### src/hdl/cmd_seq_pkg.sv
// Command sequencer shared definitions
package cmd_seq_pkg;

    // command memory geometry
    localparam logic [11:0] cmd_mem_depth     = 12'd2048;
    localparam int          cmd_mem_add_width = 11;

    // register block sits below the memory in the bus map
    localparam logic [15:0] reg_count     = 16'd8;
    localparam logic [15:0] addr_soft_rst = 16'd0;
    localparam logic [15:0] addr_start    = 16'd1;
    localparam logic [15:0] addr_conf     = 16'd2;
    localparam logic [15:0] addr_size_lo  = 16'd3;
    localparam logic [15:0] addr_size_hi  = 16'd4;
    localparam logic [15:0] addr_rep_lo   = 16'd5;
    localparam logic [15:0] addr_rep_hi   = 16'd6;

    // configuration byte, bit 2 reserved
    localparam int conf_en_ext_start_bit = 0;
    localparam int conf_en_negedge_bit   = 1;
    localparam int conf_dis_pulse_bit    = 3;

    localparam logic [15:0] repeat_default = 16'd1;

    typedef enum logic [0:0] {
        seq_idle = 1'b0,
        seq_send = 1'b1
    } seq_state_t;

    // bus address falls inside the command memory window
    function automatic logic mem_hit(input logic [15:0] addr);
        return (addr >= reg_count) && (addr < reg_count + 16'(cmd_mem_depth));
    endfunction

endpackage

### src/hdl/cmd_seq_serializer.sv
// Command bit serializer
module cmd_seq_serializer
    import cmd_seq_pkg::*;
(
    input  logic       CMD_CLK_IN,
    input  logic       seq_rst,
    input  logic [7:0] rd_data,
    input  logic       load_word,
    input  logic       shift_word,
    input  logic       clear_word,
    input  logic       rep_first,
    input  logic       en_negedge,
    input  logic       dis_pulse,
    input  seq_state_t state,
    output logic       cmd_data,
    output logic       cmd_start_flag
);

    logic [7:0] word;
    logic       data_pos;
    logic       data_neg;
    logic [1:0] rep_pipe;

    // MSB first shift word
    always_ff @(posedge CMD_CLK_IN) begin
        if (seq_rst || clear_word) begin
            word <= 8'h00;
        end else if (load_word) begin
            word <= rd_data;
        end else if (shift_word) begin
            word <= {word[6:0], 1'b0};
        end
    end

    always_ff @(posedge CMD_CLK_IN) begin
        if (seq_rst) begin
            data_pos <= 1'b0;
            rep_pipe <= 2'b00;
        end else begin
            data_pos <= word[7];
            rep_pipe <= {rep_pipe[0], rep_first};
        end
    end

    // half a cycle ahead of the posedge copy
    always_ff @(negedge CMD_CLK_IN) begin
        data_neg <= word[7];
    end

    assign cmd_data       = en_negedge ? data_neg : data_pos;
    assign cmd_start_flag = rep_pipe[1] & ~dis_pulse;

    // flag only for a bit issued while sending
    a_flag_qualified : assert property (@(posedge CMD_CLK_IN) disable iff (seq_rst)
        cmd_start_flag |-> !dis_pulse && ($past(state, 2) == seq_send));

endmodule

### config.mk
export PLATFORM = sky130hd
export DESIGN_NAME = cmd_seq_serializer
export DESIGN_NICKNAME = d
export VERILOG_FILES = /design/src/hdl/cmd_seq_pkg.sv /design/src/hdl/cmd_seq_serializer.sv
export SDC_FILE = /design/constraint.sdc
export NUM_CORES = 1
export LEC_CHECK = 0
export ABC_AREA = 1
export BUFFER_PORTS_ARGS = -buffer_cell sky130_fd_sc_hd__buf_2
export CELL_PAD_IN_SITES_DETAIL_PLACEMENT = 0
export CELL_PAD_IN_SITES_GLOBAL_PLACEMENT = 1
export CORE_MARGIN = 3
export CORE_UTILIZATION = 30
export CTS_BUF_LIST = sky130_fd_sc_hd__clkbuf_4
export DETAILED_ROUTE_END_ITERATION = 6
export PLACE_DENSITY_LB_ADDON = 0.12
export SYNTH_ARGS = -nofsm -noshare
export SYNTH_HDL_FRONTEND = slang
export SYNTH_SLANG_ARGS = --single-unit
### constraint.sdc
create_clock -name CMD_CLK_IN -period 1.62 [get_ports CMD_CLK_IN]
set_input_delay 0.324 -clock CMD_CLK_IN [delete_from_list [all_inputs] [get_ports CMD_CLK_IN]]
set_output_delay 0.324 -clock CMD_CLK_IN [all_outputs]
set_load 0.03 [all_outputs]
==> out/summary.txt <==
first-pass GRT wire length -> 1.614 mm
clock sinks -> 12
largest net degree at the start of global routing -> 11
crit path to -> cmd_data
Place WS -> -0.2080 ns
Worst setup EP type -> output pin
Post-synth ARST share -> 0%
PostCTS Resize Cnt -> 2
count leader, synth -> nand2_1
number of global-route vias before repair -> 369
post-synthesis cell count -> 74
Post-Route WL -> 1.002 mm
H-tree Lvls -> 1
CP Launch Type -> flip-flop
pin slew with the least headroom to its limit -> 0.3347 ns
PwrDens -> 878.2 nW/µm²
post-layout util -> 41.68%
gpl congestion -> 0.7067
Horiz. Die Dim -> 48.10 µm
Final nets -> 111
hold slack -> 0.2412 ns
violated checks -> setup timing
Clock transition at path regs -> 0.08 ns
residual DRC count -> 0
Finish-stage setup viols -> 1
CP required -> 1.30 ns
starting density of the core -> 33.36%
total track usage -> 10.50%
Synth Flop Type -> dfxtp_1
static leakage -> 0.3697 nW
floorplan core area -> 1594 µm²
Area contributors post-synth -> dfxtp_1, nand2_1, nand3_1, inv_1, nor2_8
Synth cell types -> 13
share of layout cells above drive strength 1 -> 27.96%
initial antenna violation count -> 0
Layout Skew -> 0.05782 ns
clock buffer depth -> 2
worst rel slew slack -> 77.66%
Synth top area share -> 45.18%
status -> finished with violations
EDFF count, synth -> 0
DRT antenna net count -> 0
Clock Latency Late Sink -> 0.33 ns
Layout fillers -> 187
CTS Hold Bufs -> 0
IO Pins -> 19
Reg2Reg Depth -> 0
post-CTS setup buffer count -> 0
Worst EP arrival -> 1.82 ns
Die ar. -> 2314 µm²
synth warn -> 0
Area Overhead vs Synth -> 24.94%
via/cell ratio -> 4.060
worst hold start -> rep_first
Overflow after GRT -> 0
Post-Syn Area -> 531.8 µm²
Yosys reg bits -> 12
IR drop worst, VDD -> 402.6 µV
Slew Limit Fails -> 0
beginning of the critical path -> data_neg
placed cell areas -> 631.9 µm²
fin area -> 664.4 µm²
final worst setup slack -> -0.5240 ns
Clock Root Buffer -> clkbuf_4
Die Y -> 48.10 µm
RSZ-0062 raised after global routing -> true
Max Cap Violations -> 0
CTS buffer count -> 3
DR iter-0 viols -> 5
synthesized area per cell -> 7.186 µm²
Antenna diodes -> 0
Crit Path Class -> reg2out
Worst R2R End -> data_neg
overall power -> 0.5835 mW
Site Rows -> 14
CTS tree -> built
reg2reg setup slack -> 0.43 ns
Post-synth top cells -> nand2_1, inv_1, dfxtp_1, nand3_1, nor2_1
post-synth top area cell -> dfxtp_1
Hold Vio Cnt, Final -> 0
drt wl/cell -> 8.564 µm
Mapped Nets -> 91
post-synthesis sequential area ratio -> 45.18%
Hold Crit Class -> in2reg
IO buf count -> 17
first-pass iteration count of the detailed router -> 2
HPWL after DPL -> 738.3 µm
via count of the routed design -> 475
crit-path max FO -> 1
Crit Reg-Reg Startpoint -> word[7]
power breakdown:
group          leakage, nW  total (mW)  switching [mW]  internal (mW)
clock               0.0234       0.206           0.112         0.0935
sequential          0.0980       0.309         0.00407          0.305
combinational        0.248      0.0685          0.0385         0.0300
total                0.370       0.583           0.155          0.429
area by class of cell:
cell class | count | area, µm² | area share (%)
Tap cell | 24 | 30.03 | 4.520
Sequential cell | 12 | 240.2 | 36.16
Clock inverter | 2 | 7.507 | 1.130
Clock buffer | 3 | 22.52 | 3.390
Inverter | 13 | 48.80 | 7.345
Multi-Input combinational cell | 46 | 224.0 | 33.71
Timing Repair Buffer | 17 | 91.34 | 13.75
sequential cells by signal (all words and copies together), names as in the netlist:
| name | flops |
|---|---|
| data_pos | 1 |
| word | 8 |
| rep_pipe | 2 |
| data_neg | 1 |
metrics by stage:
step           TNS (ns)  cells
5_1_grt         -0.5673    117
2_1_floorplan  -0.08791     74
4_1_cts         -0.5334    117
6_report        -0.5240    117
3_5_place_dp    -0.2080    113
3_3_place_gp    -0.2023    113
layer usage:
layer,track usage (%),wire [µm]
met1,14.06,522
met2,13.72,399
met3,3.321,58
met4,8.065,23
met5,0,0
worst min path at each step:
| stage | to | slack [ns] | cells past startpoint |
|---|---|---|---|
| 2_1_floorplan | rep_pipe[1] | 0.39 | 2 |
| 3_3_place_gp | rep_pipe[1] | 0.39 | 2 |
| 3_5_place_dp | rep_pipe[1] | 0.40 | 2 |
| 4_1_cts | rep_pipe[0] | 0.24 | 3 |
| 5_1_grt | data_pos | 0.24 | 2 |
| 6_report | rep_pipe[0] | 0.24 | 3 |
cell usage in the layout, fill, tap and decap left out:
cell | synthesis | layout
buf_2 | 0 | 16
buf_6 | 1 | 1
nand3_1 | 12 | 12
nor2_2 | 1 | 1
clkbuf_4 | 0 | 3
nor2_1 | 4 | 4
a21oi_1 | 1 | 1
inv_1 | 13 | 13
nor2_8 | 1 | 1
dfxtp_1 | 12 | 12
mux2_4 | 0 | 1
inv_2 | 1 | 2
a21oi_2 | 1 | 1
nand2_1 | 25 | 25
cell families after synthesis:
kind of cell | synth area share [%]
and+or+nand+nor | 36.71
DFF | 45.18
buffers and inverters | 13.41
AOI/OAI and AO/OA | 2.588
muxes | 2.117
worst max-delay path, cell delays in order (launching register included):
cell and delay [ns]:
dfxtp_1 0.29, mux2_4 0.25, buf_6 0.14
(Power assumes the default switching activity.)
