===== src/hdl/cmd_seq_pkg.sv =====
// Command sequencer shared definitions
package cmd_seq_pkg;

    // command memory geometry
    localparam logic [11:0] cmd_mem_depth     = 12'd2048;
    localparam int          cmd_mem_add_width = 11;

    // register block sits below the memory in the bus map
    localparam logic [15:0] reg_count     = 16'd8;
    localparam logic [15:0] addr_soft_rst = 16'd0;
    localparam logic [15:0] addr_start    = 16'd1;
    localparam logic [15:0] addr_conf     = 16'd2;
    localparam logic [15:0] addr_size_lo  = 16'd3;
    localparam logic [15:0] addr_size_hi  = 16'd4;
    localparam logic [15:0] addr_rep_lo   = 16'd5;
    localparam logic [15:0] addr_rep_hi   = 16'd6;

    // configuration byte, bit 2 reserved
    localparam int conf_en_ext_start_bit = 0;
    localparam int conf_en_negedge_bit   = 1;
    localparam int conf_dis_pulse_bit    = 3;

    localparam logic [15:0] repeat_default = 16'd1;

    typedef enum logic [0:0] {
        seq_idle = 1'b0,
        seq_send = 1'b1
    } seq_state_t;

    // bus address falls inside the command memory window
    function automatic logic mem_hit(input logic [15:0] addr);
        return (addr >= reg_count) && (addr < reg_count + 16'(cmd_mem_depth));
    endfunction

endpackage


===== src/hdl/cmd_seq_regs.sv =====
// Command sequencer register file
module cmd_seq_regs
    import cmd_seq_pkg::*;
(
    input  logic        CMD_CLK_IN,
    input  logic        RST_CMD_CLK,
    input  logic [15:0] bus_add,
    input  logic [7:0]  bus_data_in,
    input  logic        bus_wr,
    input  logic [7:0]  mem_rd_data,
    input  logic        cmd_ready,
    output logic [7:0]  bus_data_out,
    output logic        seq_rst,
    output logic        start_req,
    output logic [15:0] cmd_size,
    output logic [15:0] repeat_count,
    output logic        en_ext_start,
    output logic        en_negedge,
    output logic        dis_pulse
);

    logic [7:0] regs [8];
    logic       soft_rst;
    logic       rd_mem_q;
    logic [7:0] reg_rd_q;

    // soft reset and start strobes, one cycle after the bus write
    always_ff @(posedge CMD_CLK_IN) begin
        if (RST_CMD_CLK) begin
            soft_rst  <= 1'b0;
            start_req <= 1'b0;
        end else begin
            soft_rst  <= bus_wr && (bus_add == addr_soft_rst);
            start_req <= bus_wr && (bus_add == addr_start);
        end
    end

    assign seq_rst = RST_CMD_CLK | soft_rst;

    always_ff @(posedge CMD_CLK_IN) begin
        if (seq_rst) begin
            for (int i = 0; i < 8; i++) begin
                regs[i] <= 8'h00;
            end
            regs[addr_rep_lo[2:0]] <= repeat_default[7:0];
            regs[addr_rep_hi[2:0]] <= repeat_default[15:8];
        end else if (bus_wr && (bus_add < reg_count)) begin
            regs[bus_add[2:0]] <= bus_data_in;
        end
    end

    assign cmd_size     = {regs[addr_size_hi[2:0]], regs[addr_size_lo[2:0]]};
    assign repeat_count = {regs[addr_rep_hi[2:0]], regs[addr_rep_lo[2:0]]};
    assign en_ext_start = regs[addr_conf[2:0]][conf_en_ext_start_bit];
    assign en_negedge   = regs[addr_conf[2:0]][conf_en_negedge_bit];
    assign dis_pulse    = regs[addr_conf[2:0]][conf_dis_pulse_bit];

    // read path, memory data is already registered in the memory
    always_ff @(posedge CMD_CLK_IN) begin
        if (RST_CMD_CLK) begin
            rd_mem_q <= 1'b0;
        end else begin
            rd_mem_q <= mem_hit(bus_add);
        end
    end

    always_ff @(posedge CMD_CLK_IN) begin
        if (bus_add == addr_start) begin
            reg_rd_q <= {7'b0, cmd_ready};
        end else if (bus_add < reg_count) begin
            reg_rd_q <= regs[bus_add[2:0]];
        end else begin
            reg_rd_q <= 8'h00;
        end
    end

    assign bus_data_out = rd_mem_q ? mem_rd_data : reg_rd_q;

    // a soft reset never coincides with a start request
    a_start_not_in_reset : assert property (@(posedge CMD_CLK_IN)
        disable iff (RST_CMD_CLK) !(start_req && seq_rst));

endmodule


===== config.mk =====
export PLATFORM = sky130hd
export DESIGN_NAME = cmd_seq_regs
export DESIGN_NICKNAME = d
export VERILOG_FILES = /design/src/hdl/cmd_seq_pkg.sv /design/src/hdl/cmd_seq_regs.sv
export SDC_FILE = /design/constraint.sdc
export NUM_CORES = 1
export LEC_CHECK = 0
export ABC_AREA = 0
export BUFFER_PORTS_ARGS = -buffer_cell sky130_fd_sc_hd__buf_2
export CAP_MARGIN = 30
export CORE_UTILIZATION = 25
export CTS_CLUSTER_SIZE = 40
export DETAILED_ROUTE_END_ITERATION = 10
export GPL_TIMING_DRIVEN = 0
export PLACE_DENSITY = 0.49
export SETUP_SLACK_MARGIN = 0.3
export SYNTH_ARGS = -nofsm -noshare
export SYNTH_HDL_FRONTEND = slang
export SYNTH_SLANG_ARGS = --single-unit
export TNS_END_PERCENT = 10

===== constraint.sdc =====
create_clock -name CMD_CLK_IN -period 6.95 [get_ports CMD_CLK_IN]
set_clock_uncertainty 0.15 [all_clocks]
set_input_delay 0.3475 -clock CMD_CLK_IN [delete_from_list [all_inputs] [get_ports CMD_CLK_IN]]
set_output_delay 0.3475 -clock CMD_CLK_IN [all_outputs]
set_load 0.02 [all_outputs]

==> impl_metrics.ini <==
[die]
initial_core_util = 0.256
ios = 81
fp.coreArea_mm2 = 0.0132
rows = 42
dieArea_mm2 = 0.0140
fp.dieW_um = 118
die_h_um = 118

[yosys]
synth-edff-count = 63
synth_warnings = 0
synth_top_cells_by_count = 63 x edfxtp_1, 62 x nor3_1, 24 x mux2_2, 15 x clkbuf_1, 15 x mux2i_1
seq_area_frac_synth = 0.626
synth.cell_area_mm2 = 0.00338
synth_most_common_cell = edfxtp_1
syn-num-nets = 302
synth_flop_cell = edfxtp_1
syn_avg_cell_area_um2 = 12.7
synth_top_area_frac = 0.560
synth_cells = 266
synth.largest_area_cell = edfxtp_1
ys_seq_elements = 74
synthTopCellsByArea = edfxtp_1 56%, nor3_1 9.2%, mux2_2 8.0%, dfxtp_1 6.5%, mux2i_1 4.4%
synth_cell_types = 28
synthArstFlopShare = 0

[pwr]
powerDensity_mw_per_mm2 = 255
ir_drop_v = 0.000101
intPower_mw = 0.851
swShare = 0.233
leakage_nw = 1.56
seqPwrFrac = 0.457
clock_power_share = 0.450
p_switching_mw = 0.259
pwr-share-comb = 0.092

[placed_design]
pre_cts_ws_ns = 3.87
gp_congestion = 0.779
dp_hpwl_um = 7440
port-buffer-count = 77

[worst_setup_path]
start_kind = register
startpoint = soft_rst$_SDFF_PP0_
crit_required_ns = 6.76
path_class = register to register
ff2ff_path_depth = 4
end_kind = register
arrival_ns = 2.77
crit_fanout = 10
rr_endpoint = regs[1][2]$_SDFFCE_PN0P_
reg2reg_slack_ns = 3.99
r2r-start = soft_rst$_SDFF_PP0_

[timing]
min_period_over_period = 0.425
slew_headroom = 0.309
post-route-min-period_ns = 2.96
tightest_slew_ns = 1.03
maxSlewViolCount = 0
fin_setup_tns_ns = 0
final.setup.worst_slack_ns = 3.99
max_freq_ghz = 0.338
rsz0062_at_grt = false
hold_viol = 0
setup_viol = 0

[clock_network]
clock_latency_ns = 0.34
clkSinkCount = 74
htreeDepth = 3
cts_hold_buf = 0
cts_buffers = 9
cts-root-buf = clkbuf_16
post_cts_buffers = 0
postCtsResizedCells = 0
cts_buffer_depth = 2
cts_tree = yes
clk_pin_slew_ns = 0.06

[global_route]
antenna_found_initial = 0
grt_pass1_wl_um = 15600
grt_usage = 0.154
grt_pass1_vias = 2622
gr-total-overflow = 0
grt_max_degree = 14

[cells_and_area]
drive_gt1_frac = 0.363
nets = 397
syn2layout_area_growth_pct = 28.7
diodes = 0

[job]
max_cap_violations = 0

[detailed_routing]
drc = 0
drt_wl_total_um = 10300
ant_nets = 0
dr.pass1.iters = 5
drtIter0Drc = 198
wire_per_inst_um = 19.0
vias = 2619
via_per_inst = 4.83

[min_path]
hold_class = input pin to register
hold_depth = 2
min_to = start_req$_SDFF_PP0_
hold_start = RST_CMD_CLK

[outcome]
status = finished, final reports clean
## worst max path at each step
stage / slack [ns] / to / cells past startpoint
after floorplan: 4.55 / regs[0][0]$_SDFFCE_PN0P_ / 5
after global placement: 3.79 / regs[5][2]$_SDFFCE_PN0P_ / 5
after detailed placement: 3.87 / regs[1][5]$_SDFFCE_PN0P_ / 5
after CTS: 4.05 / regs[1][2]$_SDFFCE_PN0P_ / 4
after global routing: 3.80 / regs[1][4]$_SDFFCE_PN0P_ / 4
final: 3.99 / regs[1][2]$_SDFFCE_PN0P_ / 4
## logic make-up after synthesis
family | synth area share
compound gates | 0.0530
simple gates | 0.162
buf+inv | 0.0352
flops | 0.626
mux | 0.125
## critical path, cell delays in order (launching register included)
cell and delay, ns:
dfxtp_1 0.30, nor2_1 0.48, clkbuf_1 0.41, nand3_1 0.34
o21ai_0 0.90
## routing by layer
metal,vias to the layer above,global-route usage,share of wire
met5,-,0,0
met1,1271,0.216,0.46
li1,1226,-,-
met3,6,0.0434,0.081
met4,0,0.0457,0.0068
met2,116,0.230,0.45
## registers in the layout (all words and copies together) (netlist names)
register / flops
soft_rst: 1
rd_mem_q: 1
start_req: 1
reg_rd_q: 8
regs: 63
## power groups by stage
| stage | combinational, mW | sequential (mW) | clock, mW |
|---|---|---|---|
| 6_report | 0.103 | 0.508 | 0.500 |
| 5_1_grt | 0.109 | 0.510 | 0.529 |
| 4_1_cts | 0.103 | 0.508 | 0.512 |
| 3_5_place_dp | 0.103 | 0.517 | 0 |
| 3_3_place_gp | 0.0994 | 0.517 | 0 |
| 2_1_floorplan | 0.0448 | 0.529 | 0 |
## final cells by class
class	count	area [um2]
plain buffers	20	81.3
fillers	1366	8840
multi-input cells	162	1140
well taps	176	220
inverters	10	37.5
flip-flops and latches	74	2110
repair buffers	84	430
clock buffers	10	229
clock inverters	6	90.1
## per-stage QoR
stage                     instances  power [mW]  area, um2  utilization  hold slack, ns
final                           542        1.11       4350        0.329          0.0932
after global routing            542        1.15       4350        0.329          0.0929
after CTS                       542        1.12       4350        0.329          0.0805
after detailed placement        526       0.620       4030        0.305           0.441
after global placement          519       0.617       3980        0.302           0.439
after floorplan                 266       0.574       3380            -           0.269
## placed cells by master, fill, tap and decap left out, drive strengths merged, types with 7 or more instances in the layout
master,Yosys,final
o21ai,8,8
a22o,7,7
clkbuf,15,25
clkinv,7,9
dfxtp,11,11
mux2i,15,15
buf,5,89
mux2,24,24
nand3,7,7
nor4,10,10
o22ai,8,8
nor3,62,62
edfxtp,63,63
Note: power is estimated with default switching activity, not from simulation.
