===== src/hdl/cmd_seq_pkg.sv =====
// Command sequencer shared definitions
package cmd_seq_pkg;

    // command memory geometry
    localparam logic [11:0] cmd_mem_depth     = 12'd2048;
    localparam int          cmd_mem_add_width = 11;

    // register block sits below the memory in the bus map
    localparam logic [15:0] reg_count     = 16'd8;
    localparam logic [15:0] addr_soft_rst = 16'd0;
    localparam logic [15:0] addr_start    = 16'd1;
    localparam logic [15:0] addr_conf     = 16'd2;
    localparam logic [15:0] addr_size_lo  = 16'd3;
    localparam logic [15:0] addr_size_hi  = 16'd4;
    localparam logic [15:0] addr_rep_lo   = 16'd5;
    localparam logic [15:0] addr_rep_hi   = 16'd6;

    // configuration byte, bit 2 reserved
    localparam int conf_en_ext_start_bit = 0;
    localparam int conf_en_negedge_bit   = 1;
    localparam int conf_dis_pulse_bit    = 3;

    localparam logic [15:0] repeat_default = 16'd1;

    typedef enum logic [0:0] {
        seq_idle = 1'b0,
        seq_send = 1'b1
    } seq_state_t;

    // bus address falls inside the command memory window
    function automatic logic mem_hit(input logic [15:0] addr);
        return (addr >= reg_count) && (addr < reg_count + 16'(cmd_mem_depth));
    endfunction

endpackage


===== src/hdl/cmd_seq_ctrl.sv =====
// Command sequencer control FSM
module cmd_seq_ctrl
    import cmd_seq_pkg::*;
(
    input  logic                         CMD_CLK_IN,
    input  logic                         seq_rst,
    input  logic                         start_req,
    input  logic                         cmd_ext_start_flag,
    input  logic                         en_ext_start,
    input  logic [15:0]                  cmd_size,
    input  logic [15:0]                  repeat_count,
    output logic                         cmd_ext_start_enable,
    output logic [cmd_mem_add_width-1:0] rd_add,
    output logic                         load_word,
    output logic                         shift_word,
    output logic                         clear_word,
    output logic                         rep_first,
    output logic                         cmd_ready,
    output seq_state_t                   state
);

    logic        fetch_wait;
    logic [15:0] bit_cnt;
    logic [15:0] rep_cnt;
    logic [15:0] next_bit;
    logic        ext_start;
    logic        accept;
    logic        bit_active;
    logic        last_bit;
    logic        last_rep;

    assign ext_start  = cmd_ext_start_flag & cmd_ext_start_enable;
    assign accept     = (state == seq_idle) && (start_req || ext_start)
                        && (cmd_size != 16'd0);
    // first cycle of send only fetches byte 0
    assign bit_active = (state == seq_send) && !fetch_wait;
    assign last_bit   = bit_active && (bit_cnt == cmd_size - 16'd1);
    // zero repeat count never ends
    assign last_rep   = (repeat_count != 16'd0) && (rep_cnt == repeat_count);
    assign next_bit   = bit_cnt + 16'd1;

    always_ff @(posedge CMD_CLK_IN) begin
        if (seq_rst) begin
            state      <= seq_idle;
            fetch_wait <= 1'b0;
            bit_cnt    <= 16'd0;
            rep_cnt    <= 16'd0;
            clear_word <= 1'b0;
        end else begin
            clear_word <= 1'b0;
            if (accept) begin
                state      <= seq_send;
                fetch_wait <= 1'b1;
                bit_cnt    <= 16'd0;
                rep_cnt    <= 16'd1;
            end else if (state == seq_send) begin
                fetch_wait <= 1'b0;
                if (last_bit) begin
                    bit_cnt <= 16'd0;
                    if (last_rep) begin
                        state      <= seq_idle;
                        clear_word <= 1'b1;
                    end else if (rep_cnt != 16'hffff) begin
                        rep_cnt <= rep_cnt + 16'd1;
                    end
                end else if (bit_active) begin
                    bit_cnt <= next_bit;
                end
            end
        end
    end

    always_ff @(posedge CMD_CLK_IN) begin
        if (seq_rst) begin
            cmd_ready            <= 1'b1;
            cmd_ext_start_enable <= 1'b0;
        end else begin
            cmd_ready            <= (state == seq_idle);
            cmd_ext_start_enable <= en_ext_start;
        end
    end

    // address of the byte needed by the next bit, wraps at end of repetition
    always_comb begin
        if (bit_active && !last_bit) begin
            rd_add = next_bit[cmd_mem_add_width+2:3];
        end else begin
            rd_add = '0;
        end
    end

    assign load_word  = bit_active && (bit_cnt[2:0] == 3'd0);
    assign shift_word = bit_active && (bit_cnt[2:0] != 3'd0);
    assign rep_first  = bit_active && (bit_cnt == 16'd0);

    a_strobe_excl : assert property (@(posedge CMD_CLK_IN)
        !(load_word && shift_word));

    a_idle_after_rst : assert property (@(posedge CMD_CLK_IN)
        seq_rst |=> state == seq_idle);

endmodule


===== config.mk =====
export PLATFORM = sky130hd
export DESIGN_NAME = cmd_seq_ctrl
export DESIGN_NICKNAME = d
export VERILOG_FILES = /design/src/hdl/cmd_seq_pkg.sv /design/src/hdl/cmd_seq_ctrl.sv
export SDC_FILE = /design/constraint.sdc
export NUM_CORES = 1
export LEC_CHECK = 0
export BUFFER_PORTS_ARGS = -buffer_cell sky130_fd_sc_hd__buf_2
export CAP_MARGIN = 20
export CORE_AREA = 2 2 93 86
export DETAILED_ROUTE_END_ITERATION = 12
export DIE_AREA = 0 0 95 88
export PLACE_DENSITY = 0.73
export RECOVER_POWER = 50
export SLEW_MARGIN = 15
export SYNTH_ARGS = -nofsm -noshare
export SYNTH_HDL_FRONTEND = slang
export SYNTH_SLANG_ARGS = --single-unit
export TNS_END_PERCENT = 1

===== constraint.sdc =====
create_clock -name CMD_CLK_IN -period 9.2 [get_ports CMD_CLK_IN]
set_clock_uncertainty 0.1 [all_clocks]
set_input_delay 0.92 -clock CMD_CLK_IN [delete_from_list [all_inputs] [get_ports CMD_CLK_IN]]
set_output_delay 0.92 -clock CMD_CLK_IN [all_outputs]
set_load 0.02 [all_outputs]

==> run summary, run 1 <==
status -> completed
total power -> 0.0003376 W
Sw Pwr -> 0.00009503 W
first-pass GRT wire length -> 12,730 um
clock-pin slew on the worst setup and hold paths -> 0.07 ns
max cap viols -> 0
final hold viol count -> 0
Resize count post-CTS -> 0
Leakage -> 1.183 nW
CTS Buffer Depth -> 2
async set or reset register ratio after synthesis -> 0
largest family of logic cells by synthesized area -> simple AND/OR/NAND/NOR gates
synthesized area -> 2965 sq um
commonest non-fill, non-tap cell in the layout -> buf_2
Least-Margin Pin Slew -> 0.9119 ns
clock share of power -> 0.336
XOR/XNOR Fraction of Synth Area -> 0.1443
Synth Flop Type -> dfxtp_1
height of the die -> 88 um
clk_lat worst skew -> 0.28 ns
clock root cell -> clkbuf_8
post-synth top area cell -> dfxtp_1
Setup violations, final -> 0
sequential share of the synthesized area -> 0.2498
initial antenna violation count -> 0
power density cells -> 101.7 nW/um^2
syn avg cell area -> 7.395 sq um
Post-CTS Setup Bufs -> 0
Sum Neg Setup Slack -> 0 ns
GRT overflow -> 0
Crit path arrival time -> 4.36 ns
Ant. Diodes -> 0
wire length per cell -> 14.66 um
Slew Viols, Final -> 0
simple-gate share of the synthesized area -> 0.3911
nature of the critical path endpoint -> output pin
Post-synth EDFFs -> 0
Min-Delay Path Class -> register to register
CTS tree -> built
# DRC -> 0
Final ANT Viol Nets -> 0
layout cells sized above 1 -> 0.1514
Adder-Cell Fraction of Synth Area -> 0.01688
area share of the largest cell type after synthesis -> 0.2498
DR vias -> 3,080
Worst VDD drop -> 59.36 uV
largest net degree at the start of global routing -> 36
combinational share of power -> 0.176
most frequent cells in the layout -> 45 x buf_2, 38 x nand3_1, 38 x nor2_1
Ys Warns -> 0
RSZ-0062 raised after global routing -> no
Crit Path Class -> input pin to output pin
worst slack at placement -> 3.998 ns
Hold-fix buffers, CTS -> 0
met1 wire length -> 3772 um
relative slew slack -> 0.3921
H-Tree Depth -> 2
Net count, final -> 477
Total Wirelength -> 7799 um
internal power -> 0.0002426 W
Synth Register Bits -> 37
critical path peak fanout -> 31
drt pass-1 iters -> 5
max layer used -> met4
Worst Path Required -> 8.18 ns
fin crit period -> 5.375 ns
P&R area growth vs syn -> 11.94%
cell count after synthesis -> 401
vias in the first global route -> 2,729
complex-gate fraction of the synthesized area -> 0.1283
mux contribution to synthesized area -> 0.01350
fmax -> 0.1860 GHz
net count after synthesis -> 442
CP Launch Type -> input pin
Via density -> 5.789
GRT Util Overall -> 0.1913
GPL Wtd Cong -> 0.9262
TritonCTS Buffers -> 5
IO Port Bufs -> 54
worst setup margin -> 3.825 ns
switch share -> 0.2815
clk sinks -> 37
die area -> 8360 sq um
DR WL met3 -> 293 um
Rows -> 30
Seq pwr share -> 0.488
Iteration-0 DRC Markers -> 213
distinct cell type count after synthesis -> 49
io pins -> 55
core area -> 7395 sq um
Fillers -> 749
final worst path period share -> 0.5843
DP HPWL -> 5976 um
DR WL met2 -> 3635 um
top cells by area, synth -> dfxtp_1 25%, xnor2_1 8.0%, nand3_1 6.4%
chip width -> 95 um
Initial Util -> 0.4010
## critical path: stages
cell	delay, ns
buf_2	0.14
or4_1	0.65
or4_4	0.54
xnor2_2	0.16
nand4_1	0.13
or4b_1	0.98
nand2_1	0.54
a21oi_1	0.11
buf_2	0.18
## per-stage QoR
stage                     instances    util  hold WS, ns  instance area (sq um)
final                           532  0.4489       0.3876                   3319
after global routing            532  0.4489       0.4245                   3319
after CTS                       532  0.4514       0.3940                   3338
after detailed placement        525  0.4398       0.3693                   3252
after global placement          525  0.4398       0.3497                   3252
after floorplan                 401       -       0.3656                   2965
## synth_stat cells, types with 4 or more instances
cell type,instances
a21oi_1,17
ha_1,4
xor2_1,20
a211oi_1,4
nor2b_1,6
and3_1,8
o31ai_1,6
a31o_2,5
o21ai_0,7
mux2i_1,4
nand4_1,19
nor2_1,38
xnor2_1,27
clkbuf_1,23
dfxtp_1,37
or4_1,9
nor4_1,16
nand3_1,38
inv_1,10
nor3_1,12
or3_1,9
nand2_1,29
a31oi_1,4
nand2b_1,9
## routing by layer
layer | up-vias | global-route usage
met5 | - | 0
met4 | 0 | 0.04611
met3 | 10 | 0.03012
met2 | 84 | 0.3108
met1 | 1445 | 0.2669
li1 | 1541 | -
## final cells by class
cell class	count	area, sq um	area share
inverter	10	37.54	0.01131
sequential	37	740.7	0.2231
clock buffer	7	86.33	0.02601
tap	96	120.1	0.03619
timing repair buffer	57	277.8	0.08368
multi-input combinational	325	2057	0.6197
## cell families after synthesis
logic type	count (synthesis)
AOI/OAI and AO/OA	57
muxes	4
adders and majority gates	4
xor gates and xnor gates	48
and+or+nand+nor	212
DFF	37
buffers and inverters	39
## power groups by stage
stage	clock (W)	combinational [W]	sequential [W]
detailed placement	0	0.0000592	0.000169
finish	0.000113	0.0000593	0.000165
CTS	0.000118	0.0000594	0.000165
floorplan	0	0.0000355	0.000169
global route	0.000123	0.0000659	0.000165
global placement	0	0.0000581	0.000168
## flip-flops by register name (all words and copies together), names as in the netlist
name,cells
rep_cnt,16
clear_word,1
state,1
fetch_wait,1
cmd_ready,1
bit_cnt,16
cmd_ext_start_enable,1
## worst paths after layout
kind | slack [ns] | cells past startpoint | from | endpoint
worst min register to register | 0.39 | 1 | state$_SDFF_PP0_ | cmd_ready$_SDFF_PP1_
worst max register to register | 5.57 | 7 | bit_cnt[3]$_SDFFE_PP0P_ | bit_cnt[13]$_SDFFE_PP0P_
worst max-delay path | 3.82 | 9 | cmd_size[2] | rd_add[7]
worst min-delay path | 0.39 | 1 | state$_SDFF_PP0_ | cmd_ready$_SDFF_PP1_
No activity file was read; power rests on OpenSTA's default activity.
==> run 2: changes to the inputs <==
--- a/config.mk
+++ b/config.mk
@@ -10,7 +10,7 @@
 export CORE_AREA = 2 2 93 86
 export DETAILED_ROUTE_END_ITERATION = 12
 export DIE_AREA = 0 0 95 88
-export PLACE_DENSITY = 0.73
+export PLACE_DENSITY = 0.75
 export RECOVER_POWER = 50
 export SLEW_MARGIN = 15
 export SYNTH_ARGS = -nofsm -noshare
==> constraint.sdc (replaced) <==
create_clock -name CMD_CLK_IN -period 4.65 [get_ports CMD_CLK_IN]
set_clock_uncertainty 0.1 [all_clocks]
set_input_delay 0.465 -clock CMD_CLK_IN [delete_from_list [all_inputs] [get_ports CMD_CLK_IN]]
set_output_delay 0.465 -clock CMD_CLK_IN [all_outputs]
set_load 0.02 [all_outputs]
==> run 2 against run 1 <==
Clock-buffer cell count did not move. Combinational power grew 97%. Clock power grew to 2.6 times the previous value. Die area is the same. Flip-flop and latch count is the same. Power is 120% higher. Sequential share of layout area shrank 0.14 points. Final cell count increased by 0.19%. Critical path type unchanged. Largest power group unchanged.
==> run summary, run 2 (synthesis results as in run 1) <==
combinational share of power -> 0.159
status -> completed
Via density -> 5.961
wire length per cell -> 14.94 um
switch share -> 0.2695
Fillers -> 719
TritonCTS Buffers -> 5
clock share of power -> 0.396
Leakage -> 1.194 nW
Worst Setup SP -> cmd_size[2]
Worst VDD drop -> 139.2 uV
fmax -> 0.2401 GHz
RSZ-0062 raised after global routing -> no
reg-to-reg setup timing slack -> 1.33 ns
Iteration-0 DRC Markers -> 292
DR vias -> 3,177
Least-Margin Pin Slew -> 1.125 ns
final worst path period share -> 0.8957
CTS Buffer Depth -> 2
internal power -> 0.0005356 W
first-pass GRT wire length -> 12,790 um
relative slew slack -> 0.2486
top flop regs -> bit_cnt (16), rep_cnt (16)
Crit Path Class -> input pin to output pin
Final ANT Viol Nets -> 0
most frequent cells in the layout -> 45 x buf_2, 38 x nand3_1, 38 x nor2_1
delay of the slowest critical-path stage -> 0.75 ns
largest net degree at the start of global routing -> 32
layout cells sized above 1 -> 0.1487
# DRC -> 0
Net count, final -> 477
GRT Util Overall -> 0.1898
power density cells -> 219.5 nW/um^2
Sum Neg Setup Slack -> 0 ns
FF-to-FF Start -> bit_cnt[3]$_SDFFE_PP0P_
Crit path arrival time -> 3.60 ns
core area -> 7395 sq um
Min-Delay Path Class -> input pin to register
clk sinks -> 37
die area -> 8360 sq um
CP Capture Point -> rd_add[4]
height of the die -> 88 um
RR Endpoint -> bit_cnt[15]$_SDFFE_PP0P_
chip width -> 95 um
Slew Viols, Final -> 0
max cap viols -> 0
Total Wirelength -> 7961 um
Core Util, Final -> 0.4518
nature of the critical path endpoint -> output pin
clock root cell -> clkbuf_8
CP Launch Type -> input pin
Ant. Diodes -> 0
P&R area growth vs syn -> 12.66%
fin crit period -> 4.165 ns
Worst Path Required -> 4.09 ns
GRT overflow -> 0
Hold-fix buffers, CTS -> 0
DP HPWL -> 5875 um
Rows -> 30
Worst path slowest cell -> or4b_4
Seq pwr share -> 0.444
Resize count post-CTS -> 0
Worst Reg-to-Reg Cells -> 7
initial antenna violation count -> 0
GPL Wtd Cong -> 0.9216
clock-pin slew on the worst setup and hold paths -> 0.07 ns
clk_lat worst skew -> 0.29 ns
Sw Pwr -> 0.0001976 W
worst path cell trace -> buf_2 -> or4_1 -> or4_4 -> xnor2_2 -> nand4_1 -> or4b_4 -> nand2_1 -> nor2_1 -> buf_2
H-Tree Depth -> 2
io pins -> 55
Setup violations, final -> 0
vias in the first global route -> 2,752
CTS tree -> built
commonest non-fill, non-tap cell in the layout -> buf_2
final hold viol count -> 0
Post-CTS Setup Bufs -> 0
IO Port Bufs -> 54
drt pass-1 iters -> 4
Initial Util -> 0.4010
CP most frequent cell -> buf_2
critical path peak fanout -> 31
==> run 2: routing by layer <==
layer | routed length, um | GRT usage | vias to the layer above | part of all wire
li1 | - | - | 1536 | -
met1 | 3543 | 0.2529 | 1495 | 0.45
met2 | 3740 | 0.3088 | 132 | 0.47
met3 | 567 | 0.03356 | 14 | 0.071
met4 | 109 | 0.06851 | 0 | 0.014
met5 | 0 | 0 | - | 0
==> run 2: critical path: cells and delay by family <==
family        cells  cell delay, ns
xor+xnor          1            0.16
buf+inv           2            0.32
simple gates      6            2.66
==> run 2: stage by stage <==
stage | setup slack (ns) | hold WS (ns) | instances | total power [W] | cell area, sq um
global placement | 0.5832 | 0.3436 | 525 | 0.0004465 | 3252
CTS | 0.4950 | 0.2919 | 533 | 0.0007380 | 3368
finish | 0.4848 | 0.2933 | 533 | 0.0007333 | 3341
floorplan | 0.8877 | 0.3656 | 401 | 0.0004046 | 2965
global route | 0.3061 | 0.2942 | 533 | 0.0007648 | 3341
detailed placement | 0.4991 | 0.3428 | 525 | 0.0004503 | 3252
==> run 2: how the worst min path moves through the flow <==
stage	start	endpoint	slack (ns)	cells past startpoint
6_report	en_ext_start	cmd_ext_start_enable$_SDFF_PP0_	0.29	2
5_1_grt	en_ext_start	cmd_ext_start_enable$_SDFF_PP0_	0.29	2
4_1_cts	en_ext_start	cmd_ext_start_enable$_SDFF_PP0_	0.29	2
3_5_place_dp	state$_SDFF_PP0_	cmd_ready$_SDFF_PP1_	0.34	1
3_3_place_gp	state$_SDFF_PP0_	cmd_ready$_SDFF_PP1_	0.34	1
2_1_floorplan	fetch_wait$_SDFFE_PP0N_	fetch_wait$_SDFFE_PP0N_	0.37	2
==> run 2: final cells by class <==
cell class	count	area [sq um]	share of cell area
clock buffer	7	86.33	0.02584
multi-input combinational	325	2052	0.6142
timing repair buffer	57	274.0	0.08202
tap	96	120.1	0.03596
inverter	10	37.54	0.01124
clock inverter	1	30.03	0.008989
sequential	37	740.7	0.2217
==> run 2: power groups by stage <==
stage	clock [W]	combinational, W	sequential [W]
floorplan	0	0.0000703	0.000334
finish	0.000291	0.000117	0.000326
global placement	0	0.000113	0.000333
detailed placement	0	0.000117	0.000333
global route	0.000311	0.000128	0.000327
CTS	0.000295	0.000117	0.000326
